==> src/sdram_cmd_pkg.sv <==
package sdram_cmd_pkg;

    // opcode bits map straight onto {cs_n, ras_n, cas_n, we_n}
    typedef enum logic [3:0] {
        CMD_LMR       = 4'd0,
        CMD_REFRESH   = 4'd1,
        CMD_PRECHARGE = 4'd2,
        CMD_ACTIVE    = 4'd3,
        CMD_WRITE     = 4'd4,
        CMD_NOP       = 4'd7
    } sdram_cmd_e;

    localparam int BANK_W = 2;
    localparam int ROW_W  = 12;  // also the width of the addr pins
    localparam int COL_W  = 8;
    localparam int DATA_W = 16;
    localparam int ADDR_W = BANK_W + ROW_W + COL_W;

    // mode register contents
    localparam logic [ROW_W-1:0] MODE_WORD = {
        2'b00,   // reserved
        1'b0,    // write burst follows programmed length
        2'b00,   // standard operation
        3'b011,  // cas latency 3
        1'b0,    // sequential
        3'b111   // full page
    };

endpackage

==> src/sdram_seq_pkg.sv <==
package sdram_seq_pkg;

    typedef enum logic [1:0] {
        INIT,
        IDLE,
        REFRESH,
        WRITE
    } seq_state_e;

    // what decode hands to the sequencer
    typedef enum logic [1:0] {
        OP_NONE,
        OP_REFRESH,
        OP_WRITE
    } op_e;

    // auto refresh commands in the power-up sequence
    localparam int INIT_REFRESHES = 8;

endpackage

==> src/sdram_req_decode.sv <==
`timescale 1ns/10ps

module sdram_req_decode
    import sdram_cmd_pkg::*, sdram_seq_pkg::*;
#(
    parameter logic [15:0] REFRESH_PERIOD = 16'd60
) (
    input  logic              clk,
    input  logic              rst_n,
    input  logic              wr_req,
    input  logic [ADDR_W-1:0] waddr,
    input  logic [DATA_W-1:0] wdata,
    input  logic              seq_idle,
    input  logic              init_done,
    output logic              op_go,
    output op_e               op,
    output logic [ROW_W-1:0]  req_row,
    output logic [COL_W-1:0]  req_col,
    output logic [BANK_W-1:0] req_bank,
    output logic [DATA_W-1:0] req_data
);

    logic        write_pending;
    logic        ref_pending;
    logic [15:0] ref_cnt;
    logic        ref_end;

    always_ff @(posedge clk) begin
        if (wr_req) begin
            req_bank <= waddr[ADDR_W-1 -: BANK_W];
            req_row  <= waddr[COL_W +: ROW_W];
            req_col  <= waddr[COL_W-1:0];
            req_data <= wdata;
        end
    end

    // refresh timer runs free once init is over
    always_ff @(posedge clk or negedge rst_n) begin
        if (!rst_n) begin
            ref_cnt <= '0;
        end else if (init_done) begin
            if (ref_end)
                ref_cnt <= '0;
            else
                ref_cnt <= ref_cnt + 16'd1;
        end
    end

    assign ref_end = init_done && ref_cnt == REFRESH_PERIOD - 16'd1;

    always_ff @(posedge clk or negedge rst_n) begin
        if (!rst_n) begin
            ref_pending <= 1'b0;
        end else if (ref_end) begin
            ref_pending <= 1'b1;
        end else if (op_go && op == OP_REFRESH) begin
            ref_pending <= 1'b0;
        end
    end

    always_ff @(posedge clk or negedge rst_n) begin
        if (!rst_n) begin
            write_pending <= 1'b0;
        end else if (wr_req) begin
            write_pending <= 1'b1;
        end else if (op_go && op == OP_WRITE) begin
            write_pending <= 1'b0;
        end
    end

    // refresh beats a waiting write
    always_comb begin
        op = OP_NONE;
        if (ref_pending)
            op = OP_REFRESH;
        else if (write_pending)
            op = OP_WRITE;
    end

    assign op_go = seq_idle && op != OP_NONE;

    a_no_early_req: assert property (@(posedge clk) disable iff (!rst_n)
        wr_req |-> !write_pending)
        else $error("wr_req strobed again before wr_ack");

endmodule

==> src/sdram_sequencer.sv <==
`timescale 1ns/10ps

module sdram_sequencer
    import sdram_cmd_pkg::*, sdram_seq_pkg::*;
#(
    parameter logic [15:0] T_STABLE  = 16'd200,
    parameter logic [15:0] T_RP      = 16'd3,
    parameter logic [15:0] T_RC      = 16'd7,
    parameter logic [15:0] T_MRD     = 16'd3,
    parameter logic [15:0] T_RCD     = 16'd3,
    parameter logic [15:0] BURST_LEN = 16'd256
) (
    input  logic              clk,
    input  logic              rst_n,
    input  logic              op_go,
    input  op_e               op,
    input  logic [ROW_W-1:0]  req_row,
    input  logic [COL_W-1:0]  req_col,
    input  logic [BANK_W-1:0] req_bank,
    input  logic [DATA_W-1:0] req_data,
    output logic              seq_idle,
    output logic              init_done,
    output logic              in_init,
    output logic              cmd_go,
    output sdram_cmd_e        cmd,
    output logic [ROW_W-1:0]  cmd_addr,
    output logic [BANK_W-1:0] cmd_bank,
    output logic              burst_start,
    output logic [DATA_W-1:0] burst_data
);

    // init runs stable, precharge, one phase per refresh, then lmr
    localparam logic [3:0] INIT_PHASES = 4'(INIT_REFRESHES + 3);
    localparam logic [3:0] LMR_PHASE   = INIT_PHASES - 4'd1;
    localparam logic [ROW_W-1:0] A10   = ROW_W'(1 << 10);

    seq_state_e state_c;
    seq_state_e state_n;

    logic [15:0] cnt_sub;
    logic [3:0]  cnt_phase;
    logic [15:0] sub_lim;
    logic [3:0]  phase_lim;
    logic        add_sub;
    logic        end_sub;
    logic        end_phase;
    logic        phase_start;

    logic [ROW_W-1:0]  lat_row;
    logic [COL_W-1:0]  lat_col;
    logic [BANK_W-1:0] lat_bank;
    logic [DATA_W-1:0] lat_data;

    always_ff @(posedge clk or negedge rst_n) begin
        if (!rst_n)
            state_c <= INIT;
        else
            state_c <= state_n;
    end

    always_comb begin
        state_n = state_c;
        case (state_c)
            INIT: begin
                if (end_phase)
                    state_n = IDLE;
            end
            IDLE: begin
                if (op_go && op == OP_REFRESH)
                    state_n = REFRESH;
                else if (op_go && op == OP_WRITE)
                    state_n = WRITE;
            end
            REFRESH, WRITE: begin
                if (end_phase)
                    state_n = IDLE;
            end
            default: state_n = IDLE;
        endcase
    end

    // phase lengths per state
    always_comb begin
        phase_lim = 4'd1;
        sub_lim   = 16'd1;
        case (state_c)
            INIT: begin
                phase_lim = INIT_PHASES;
                if (cnt_phase == 4'd0)
                    sub_lim = T_STABLE;
                else if (cnt_phase == 4'd1)
                    sub_lim = T_RP;
                else if (cnt_phase == LMR_PHASE)
                    sub_lim = T_MRD;
                else
                    sub_lim = T_RC;
            end
            REFRESH: sub_lim = T_RC;
            WRITE: begin
                phase_lim = 4'd3;
                if (cnt_phase == 4'd0)
                    sub_lim = T_RCD;
                else if (cnt_phase == 4'd1)
                    sub_lim = BURST_LEN;
                else
                    sub_lim = T_RP;
            end
            default: ;
        endcase
    end

    assign add_sub   = state_c != IDLE;
    assign end_sub   = add_sub && cnt_sub == sub_lim - 16'd1;
    assign end_phase = end_sub && cnt_phase == phase_lim - 4'd1;

    always_ff @(posedge clk or negedge rst_n) begin
        if (!rst_n) begin
            cnt_sub <= '0;
        end else if (add_sub) begin
            if (end_sub)
                cnt_sub <= '0;
            else
                cnt_sub <= cnt_sub + 16'd1;
        end
    end

    always_ff @(posedge clk or negedge rst_n) begin
        if (!rst_n) begin
            cnt_phase <= '0;
        end else if (end_sub) begin
            if (end_phase)
                cnt_phase <= '0;
            else
                cnt_phase <= cnt_phase + 4'd1;
        end
    end

    always_ff @(posedge clk or negedge rst_n) begin
        if (!rst_n)
            init_done <= 1'b0;
        else if (state_c == INIT && end_phase)
            init_done <= 1'b1;
    end

    // hold the request so a new strobe after wr_ack can't disturb precharge
    always_ff @(posedge clk) begin
        if (op_go && op == OP_WRITE) begin
            lat_row  <= req_row;
            lat_col  <= req_col;
            lat_bank <= req_bank;
            lat_data <= req_data;
        end
    end

    assign seq_idle    = state_c == IDLE;
    assign in_init     = state_c == INIT;
    assign phase_start = add_sub && cnt_sub == 16'd0;
    assign cmd_go      = phase_start && !(state_c == INIT && cnt_phase == 4'd0);
    assign burst_start = phase_start && state_c == WRITE && cnt_phase == 4'd1;
    assign burst_data  = lat_data;

    always_comb begin
        cmd      = CMD_NOP;
        cmd_addr = '0;
        cmd_bank = '0;
        case (state_c)
            INIT: begin
                if (cnt_phase == 4'd1) begin
                    cmd      = CMD_PRECHARGE;
                    cmd_addr = A10;          // all banks
                end else if (cnt_phase == LMR_PHASE) begin
                    cmd      = CMD_LMR;
                    cmd_addr = MODE_WORD;
                end else if (cnt_phase != 4'd0) begin
                    cmd      = CMD_REFRESH;
                end
            end
            REFRESH: cmd = CMD_REFRESH;
            WRITE: begin
                cmd_bank = lat_bank;
                if (cnt_phase == 4'd0) begin
                    cmd      = CMD_ACTIVE;
                    cmd_addr = lat_row;
                end else if (cnt_phase == 4'd1) begin
                    cmd      = CMD_WRITE;
                    cmd_addr = {{(ROW_W-COL_W){1'b0}}, lat_col};  // no auto precharge
                end else begin
                    cmd      = CMD_PRECHARGE;  // a10 low so only this bank closes
                end
            end
            default: ;
        endcase
    end

    a_op_in_idle: assert property (@(posedge clk) disable iff (!rst_n)
        op_go |-> state_c == IDLE)
        else $error("operation launched while sequencer busy");

endmodule

==> src/sdram_pin_driver.sv <==
`timescale 1ns/10ps

module sdram_pin_driver
    import sdram_cmd_pkg::*;
#(
    parameter logic [15:0] BURST_LEN = 16'd256
) (
    input  logic              clk,
    input  logic              rst_n,
    input  logic              cmd_go,
    input  sdram_cmd_e        cmd,
    input  logic [ROW_W-1:0]  cmd_addr,
    input  logic [BANK_W-1:0] cmd_bank,
    input  logic              burst_start,
    input  logic [DATA_W-1:0] burst_data,
    input  logic              in_init,
    output logic              cs_n,
    output logic              ras_n,
    output logic              cas_n,
    output logic              we_n,
    output logic [ROW_W-1:0]  addr,
    output logic [BANK_W-1:0] bank,
    output logic              dqm,
    output logic [DATA_W-1:0] dq,
    output logic              dq_oe,
    output logic              wr_ack
);

    sdram_cmd_e  cmd_r;
    logic [15:0] beat_left;

    always_ff @(posedge clk or negedge rst_n) begin
        if (!rst_n)
            cmd_r <= CMD_NOP;
        else if (cmd_go)
            cmd_r <= cmd;
        else
            cmd_r <= CMD_NOP;
    end

    assign {cs_n, ras_n, cas_n, we_n} = cmd_r;

    // addr and bank stay put between commands
    always_ff @(posedge clk or negedge rst_n) begin
        if (!rst_n) begin
            addr <= '0;
            bank <= '0;
        end else if (cmd_go) begin
            addr <= cmd_addr;
            bank <= cmd_bank;
        end
    end

    always_ff @(posedge clk or negedge rst_n) begin
        if (!rst_n) begin
            dqm    <= 1'b1;
            wr_ack <= 1'b0;
        end else begin
            dqm    <= in_init;  // masked during power-up
            wr_ack <= burst_start;
        end
    end

    // dq_oe covers the whole burst
    always_ff @(posedge clk or negedge rst_n) begin
        if (!rst_n) begin
            dq_oe     <= 1'b0;
            beat_left <= '0;
        end else if (burst_start) begin
            dq_oe     <= 1'b1;
            beat_left <= BURST_LEN - 16'd1;
        end else if (dq_oe) begin
            if (beat_left == 16'd0)
                dq_oe <= 1'b0;
            else
                beat_left <= beat_left - 16'd1;
        end
    end

    always_ff @(posedge clk) begin
        if (burst_start)
            dq <= burst_data;
    end

    a_burst_with_write: assert property (@(posedge clk) disable iff (!rst_n)
        burst_start |-> cmd_go && cmd == CMD_WRITE)
        else $error("burst started without a WRITE command");

endmodule

==> src/sdram_write_ctrl.sv <==
`timescale 1ns/10ps

module sdram_write_ctrl
    import sdram_cmd_pkg::*, sdram_seq_pkg::*;
#(
    parameter logic [15:0] T_STABLE       = 16'd200,
    parameter logic [15:0] T_RP           = 16'd3,
    parameter logic [15:0] T_RC           = 16'd7,
    parameter logic [15:0] T_MRD          = 16'd3,
    parameter logic [15:0] T_RCD          = 16'd3,
    parameter logic [15:0] BURST_LEN      = 16'd256,
    parameter logic [15:0] REFRESH_PERIOD = 16'd780
) (
    input  logic              clk,
    input  logic              rst_n,
    input  logic              wr_req,
    input  logic [ADDR_W-1:0] waddr,
    input  logic [DATA_W-1:0] wdata,
    output logic              wr_ack,
    output logic              cke,
    output logic              cs_n,
    output logic              ras_n,
    output logic              cas_n,
    output logic              we_n,
    output logic              dqm,
    output logic [ROW_W-1:0]  addr,
    output logic [BANK_W-1:0] bank,
    output logic [DATA_W-1:0] dq,
    output logic              dq_oe
);

    logic              op_go;
    op_e               op;
    logic [ROW_W-1:0]  req_row;
    logic [COL_W-1:0]  req_col;
    logic [BANK_W-1:0] req_bank;
    logic [DATA_W-1:0] req_data;
    logic              seq_idle;
    logic              init_done;
    logic              in_init;
    logic              cmd_go;
    sdram_cmd_e        cmd;
    logic [ROW_W-1:0]  cmd_addr;
    logic [BANK_W-1:0] cmd_bank;
    logic              burst_start;
    logic [DATA_W-1:0] burst_data;

    assign cke = 1'b1;  // no power-down support

    sdram_req_decode #(
        .REFRESH_PERIOD(REFRESH_PERIOD)
    ) u_decode (
        .clk(clk), .rst_n(rst_n), .wr_req(wr_req), .waddr(waddr), .wdata(wdata),
        .seq_idle(seq_idle), .init_done(init_done), .op_go(op_go), .op(op),
        .req_row(req_row), .req_col(req_col), .req_bank(req_bank), .req_data(req_data)
    );

    sdram_sequencer #(
        .T_STABLE(T_STABLE), .T_RP(T_RP), .T_RC(T_RC), .T_MRD(T_MRD),
        .T_RCD(T_RCD), .BURST_LEN(BURST_LEN)
    ) u_sequencer (
        .clk(clk), .rst_n(rst_n), .op_go(op_go), .op(op),
        .req_row(req_row), .req_col(req_col), .req_bank(req_bank), .req_data(req_data),
        .seq_idle(seq_idle), .init_done(init_done), .in_init(in_init),
        .cmd_go(cmd_go), .cmd(cmd), .cmd_addr(cmd_addr), .cmd_bank(cmd_bank),
        .burst_start(burst_start), .burst_data(burst_data)
    );

    sdram_pin_driver #(
        .BURST_LEN(BURST_LEN)
    ) u_pins (
        .clk(clk), .rst_n(rst_n), .cmd_go(cmd_go), .cmd(cmd),
        .cmd_addr(cmd_addr), .cmd_bank(cmd_bank), .burst_start(burst_start),
        .burst_data(burst_data), .in_init(in_init),
        .cs_n(cs_n), .ras_n(ras_n), .cas_n(cas_n), .we_n(we_n),
        .addr(addr), .bank(bank), .dqm(dqm), .dq(dq), .dq_oe(dq_oe), .wr_ack(wr_ack)
    );

endmodule

==> config.mk <==
export PLATFORM = sky130hd
export DESIGN_NAME = sdram_write_ctrl
export DESIGN_NICKNAME = d
export VERILOG_FILES = /design/src/sdram_cmd_pkg.sv /design/src/sdram_seq_pkg.sv /design/src/sdram_req_decode.sv /design/src/sdram_sequencer.sv /design/src/sdram_pin_driver.sv /design/src/sdram_write_ctrl.sv
export SDC_FILE = /design/constraint.sdc
export NUM_CORES = 1
export LEC_CHECK = 0
export ABC_AREA = 1
export BUFFER_PORTS_ARGS = -buffer_cell sky130_fd_sc_hd__buf_4
export CELL_PAD_IN_SITES_DETAIL_PLACEMENT = 0
export CELL_PAD_IN_SITES_GLOBAL_PLACEMENT = 1
export CORE_MARGIN = 2
export CORE_UTILIZATION = 45
export DETAILED_ROUTE_END_ITERATION = 8
export PLACE_DENSITY = 0.83
export SYNTH_ARGS = -nofsm -noshare
export SYNTH_HDL_FRONTEND = slang
export SYNTH_HIERARCHICAL = 1
export SYNTH_SLANG_ARGS = --single-unit
==> constraint.sdc <==
create_clock -name clk -period 5.24 [get_ports clk]
set_input_delay 0.524 -clock clk [delete_from_list [all_inputs] [get_ports clk]]
set_output_delay 0.524 -clock clk [all_outputs]
set_load 0.02 [all_outputs]
==> flow_summary.json, run 1 <==
{
  "clkTransAtPathRegs_ns": 0.07,
  "synthArstFlopShare": 0.459,
  "final_common_cell": "nand2_1",
  "power_leakage_nw": 4.28,
  "die_x_um": 135,
  "crit_arrival_ns": 3.52,
  "grt_max_degree": 45,
  "cap_violations": 0,
  "cts_num_sinks": 170,
  "synthCells": 754,
  "crit_fanout": 15,
  "dp_hpwl_um": 10400,
  "worstPathRequired_ns": 5.56,
  "antenna_cells": 0,
  "ys_seq_area_frac": 0.607,
  "skew_ns": 0.0117,
  "fin_tns_setup_ns": 0,
  "coreArea_um2": 17100,
  "grt_pass1_wl_um": 25200,
  "synth.avg_cell_area_um2": 10.3,
  "tritoncts": "built",
  "final_util": 0.538,
  "max-slew-margin-rel": 0.277,
  "areaGrowthSynthToFinish_pct": 18.4,
  "r2r-end": "u_sequencer/cnt_sub[3]",
  "ys_warn_count": 6,
  "rrSetupSlack_ns": 2.04,
  "io_buffers": 77,
  "critPathLaunchType": "flop",
  "drv_slew": 0,
  "r2r-start": "u_sequencer/state_c[1]",
  "drt_pass1_iterations": 4,
  "worstSkewPairLatency_ns": 0.43,
  "drt-initial-drc-count": 290,
  "hp-class": "in -> async",
  "die_area_um2": 18400,
  "final_nets": 894,
  "avgRoutedWirePerCell_um": 13.8,
  "setup_viol": 0,
  "gp_congestion": 0.834,
  "cp-end-kind": "flop",
  "rows": 48,
  "power_per_cell_area_nw_per_um2": 305,
  "clk_path_buf_depth": 2,
  "gr-total-overflow": 0,
  "grt.total_usage": 0.178,
  "cts-resized-gates": 0,
  "final_cells": 1076,
  "antenna_found_initial": 0,
  "criticalPathCategory": "reg -> reg",
  "final_antenna_net_count": 0,
  "synth_top_flop_cell": "edfxtp_1",
  "ios": 79,
  "cts_made_buffers": 17,
  "tightest_slew_ns": 1.08,
  "start_util": 0.455,
  "fill_cells": 1555,
  "rsz0062_at_grt": "false",
  "final_cell_mix": "nand2_1, inv_1, edfxtp_1",
  "ctsRootBufferMaster": "clkbuf_16",
  "grt_pass1_vias": 5236,
  "status": "complete, no violations",
  "syn_nets": 810,
  "synth-edff-count": 92,
  "timing.fmax_ghz": 0.313,
  "drc_errors": 0,
  "wirelength_um": 14900,
  "synth-seq-cells": 170,
  "cts_max_level": 4,
  "r2r_cells": 15,
  "avgViaCountPerCell": 4.81,
  "finalHoldViolCount": 0,
  "yosysUniqueCellTypes": 45,
  "drive_gt1_frac": 0.230,
  "place_inst": 1044,
  "vias": 5180,
  "period_needed_ns": 3.20,
  "fin_crit_sh": 0.611,
  "power_mw": 2.81,
  "timing.hold.ws_ns": 0.0379,
  "cts.hold.buffers_added": 0,
  "chipHeight_um": 135,
  "syn-cell-area_um2": 7780,
  "post_cts_buffers": 0,
  "ir_drop_v": 0.000256
}
## how the worst max path moves through the flow
stage	slack (ns)	to	start	cells after the start
after detailed placement	2.01	u_sequencer/cnt_sub[6]	u_sequencer/state_c[1]	15
after global placement	2.10	u_sequencer/cnt_sub[3]	u_sequencer/state_c[1]	15
after CTS	2.00	u_sequencer/cnt_sub[3]	u_sequencer/state_c[1]	15
final	2.04	u_sequencer/cnt_sub[3]	u_sequencer/state_c[1]	15
after floorplan	1.49	u_pins/beat_left[7]	u_sequencer/state_c[1]	13
after global routing	1.71	u_sequencer/cnt_phase[1]	u_sequencer/state_c[1]	15
## cell type report
type	instances	area (um^2)	share of cell area
sequential	170	4720	0.512
tap	225	282	0.0306
inverter	100	380	0.0413
multi-input combinational	470	2590	0.281
clock buffer	17	425	0.0462
clock inverter	15	223	0.0242
timing repair buffer	79	593	0.0644
## critical path: stages (launching register included)
cell and delay, ns:
dfrtp_1 0.39, inv_1 0.09, ha_1 0.35, inv_1 0.44, nand4_4 0.21, ha_1 0.36, or2_2 0.10, o211ai_1 0.07
nor2_1 0.11, nand3_1 0.09, nor2_1 0.14, inv_1 0.06, nor2_2 0.24, nand2_4 0.16, inv_4 0.19, nor3_1 0.07
## kinds of logic after synthesis
family | Yosys count | synth area share
xor gates and xnor gates | 14 | 0.0158
and+or+nand+nor | 376 | 0.231
muxes | 14 | 0.0203
AOI/OAI and AO/OA | 49 | 0.0388
buffers and inverters | 114 | 0.0629
DFF | 170 | 0.607
adders and majority gates | 15 | 0.0241
other | 2 | 0.000965
## metrics by stage
step	instance area (um^2)	setup WS (ns)
3_5_place_dp	8560	2.01
5_1_grt	9210	1.71
2_1_floorplan	7780	1.49
6_report	9210	2.04
4_1_cts	9210	2.00
3_3_place_gp	8560	2.10
## sequential cells by signal, summed over array words and instances (netlist names), 2 cells and up
name                    cells
u_pins/dq                  16
u_sequencer/cnt_phase       4
u_decode/req_row           12
u_sequencer/lat_row        12
u_pins/beat_left           16
u_decode/req_data          16
u_decode/req_bank           2
u_pins/bank                 2
u_decode/ref_cnt           16
u_sequencer/lat_col         8
u_pins/addr                12
u_pins/cmd_r                4
u_decode/req_col            8
u_sequencer/burst_data     16
u_sequencer/lat_bank        2
u_sequencer/state_c         2
u_sequencer/cnt_sub        16
## metal layers
metal,global-route usage,up-vias,wire length (um)
li1,-,2634,-
met1,0.222,2442,6660
met2,0.305,82,7470
met3,0.0400,22,483
met4,0.0660,0,274
met5,0,-,0
## power by group
group	total (mW)	internal (mW)	switching (mW)	leakage [nW]
sequential	1.44	1.44	0.00577	1.91
combinational	0.0411	0.0189	0.0222	2.05
clock	1.33	0.740	0.589	0.312
total	2.81	2.20	0.617	4.28
## synth_stat cells (6+ instances only)
master,count,area share
a21oi_1,15,0.0096
nand3_1,48,0.031
mux2_2,14,0.020
o21ai_0,10,0.0064
a31oi_1,6,0.0048
nand2_2,10,0.0080
dfrtp_1,74,0.24
nand2_4,6,0.0087
xor2_1,11,0.012
inv_1,95,0.046
nor2_1,70,0.034
ha_1,15,0.024
nand2_1,174,0.084
o21ai_2,8,0.0090
nor3_1,7,0.0045
nor2_2,19,0.015
nand4_1,17,0.014
edfxtp_1,92,0.36
Note: power is estimated with default switching activity, not from simulation.
==> inputs of run 2 (changes only) <==
Clock period 5.24 ns to 3.3 ns, I/O delays scaled along.
==> run 2 against run 1 <==
  * Sequential power grew 59%
  * Clock-buffer cell count stayed put
  * Global-route usage shrank 0.51 points
  * Highest routed layer unchanged
==> flow_summary.json, run 2 (synthesis results as in run 1) <==
{
  "ios": 79,
  "power_leakage_nw": 4.30,
  "grt_pass1_wl_um": 24700,
  "grt.total_usage": 0.173,
  "crit_fanout": 12,
  "final_common_cell": "nand2_1",
  "timing.fmax_ghz": 0.334,
  "crit_slowest_cell": "dfrtp_1",
  "criticalPathCategory": "reg -> reg",
  "worst_slack_ns": 0.306,
  "antenna_cells": 0,
  "die_area_um2": 18400,
  "drv_slew": 0,
  "drt-initial-drc-count": 328,
  "grt_max_degree": 79,
  "max-slew-margin-rel": 0.326,
  "skew_ns": 0.0131,
  "worstPathRequired_ns": 3.61,
  "p_comb_frac": 0.014,
  "r2r-end": "u_sequencer/cnt_sub[14]",
  "p_int_mw": 3.36,
  "avgRoutedWirePerCell_um": 13.6,
  "power_per_cell_area_nw_per_um2": 474,
  "finalHoldViolCount": 0,
  "crit_chain": "inv_1, ha_1, inv_1, nand3_2, nand2_2, inv_2, nor2_8, ha_1, or2_2, o211ai_1, nor2_1, nand3_1, nor2_1, inv_1, nor2_2, nand2_4, inv_4, nor2_1",
  "clk_path_buf_depth": 2,
  "coreArea_um2": 17100,
  "critPathLaunchType": "flop",
  "fin_tns_setup_ns": 0,
  "grt_pass1_vias": 5040,
  "avgViaCountPerCell": 4.75,
  "tritoncts": "built",
  "period_needed_ns": 2.99,
  "pre_cts_slack_ns": 0.351,
  "wirelength_um": 14700,
  "final_nets": 901,
  "cts_num_sinks": 170,
  "post_cts_buffers": 0,
  "switching_share": 0.233,
  "final_cell_mix": "nand2_1, inv_1, edfxtp_1",
  "die_x_um": 135,
  "final_antenna_net_count": 0,
  "rrSetupSlack_ns": 0.31,
  "cp-end-kind": "flop",
  "fin_crit_sh": 0.907,
  "clkTransAtPathRegs_ns": 0.07,
  "cts_max_level": 4,
  "io_buffers": 77,
  "rsz0062_at_grt": "false",
  "rows": 48,
  "areaGrowthSynthToFinish_pct": 18.8,
  "setup_viol": 0,
  "hp-class": "in -> async",
  "vias": 5145,
  "chipHeight_um": 135,
  "r2r_cells": 18,
  "p_seq_frac": 0.523,
  "dp_hpwl_um": 10500,
  "tightest_slew_ns": 1.01,
  "cap_violations": 0,
  "slowest_delay_ns": 0.43,
  "crit_arrival_ns": 3.30,
  "drc_errors": 0,
  "start_util": 0.455,
  "switchingPower_mw": 1.02,
  "cts_made_buffers": 17,
  "cts.hold.buffers_added": 0,
  "gp_congestion": 0.860,
  "timing.hold.ws_ns": 0.0348,
  "cts-resized-gates": 0,
  "status": "complete, no violations",
  "worstSkewPairLatency_ns": 0.43,
  "r2r-start": "u_sequencer/cnt_phase[0]",
  "gr-total-overflow": 0,
  "antenna_found_initial": 0,
  "drive_gt1_frac": 0.237,
  "p_clk_frac": 0.463,
  "ir_drop_v": 0.000342,
  "power_mw": 4.38,
  "drt_pass1_iterations": 5,
  "ctsRootBufferMaster": "clkbuf_16"
}
## run 2: layout make-up
class | count | area, um^2
fill | 1489 | 7870
sequential | 170 | 4720
multi-input combinational | 470 | 2590
timing repair buffer | 86 | 646
clock buffer | 17 | 425
inverter | 100 | 380
tap | 225 | 282
clock inverter | 15 | 205
## run 2: power groups by stage
stage               clock, mW  sequential [mW]  combinational (mW)
global route             2.17             2.29              0.0722
finish                   2.03             2.29              0.0625
floorplan                   0             2.33             0.00287
CTS                      2.08             2.29              0.0656
global placement            0             2.33              0.0638
detailed placement          0             2.34              0.0655
## run 2: worst max-delay path by stage
stage                                  start  slack, ns  depth (start not counted)                        to
finish              u_sequencer/cnt_phase[0]       0.31                         18   u_sequencer/cnt_sub[14]
global route        u_sequencer/cnt_phase[0]       0.02                         18  u_sequencer/cnt_phase[1]
CTS                 u_sequencer/cnt_phase[0]       0.31                         18   u_sequencer/cnt_sub[14]
detailed placement  u_sequencer/cnt_phase[0]       0.35                         18    u_sequencer/cnt_sub[2]
global placement    u_sequencer/cnt_phase[0]       0.42                         18    u_sequencer/cnt_sub[6]
floorplan             u_sequencer/state_c[1]       0.25                         12       u_pins/beat_left[2]
## run 2: per-stage QoR
stage / cells / cell area, um^2 / utilization
2_1_floorplan: 754 / 7790 / -
3_3_place_gp: 1051 / 8620 / 0.503
3_5_place_dp: 1051 / 8620 / 0.503
4_1_cts: 1083 / 9250 / 0.540
5_1_grt: 1083 / 9250 / 0.540
6_report: 1083 / 9250 / 0.540
## run 2: per-layer routing
metal,part of all wire,global-route usage,up-vias
met5,0,0,-
met4,0.015,0.0567,0
met3,0.033,0.0348,16
met2,0.50,0.292,101
met1,0.45,0.225,2382
li1,-,-,2646
## run 2: critical path, delay by kind of cell, from the launching register on
kind / cells / cell delay, ns
buf+inv: 5 / 0.63
fa+ha+maj: 2 / 0.59
simple gates: 10 / 1.14
compound gates: 1 / 0.08
flops: 1 / 0.43
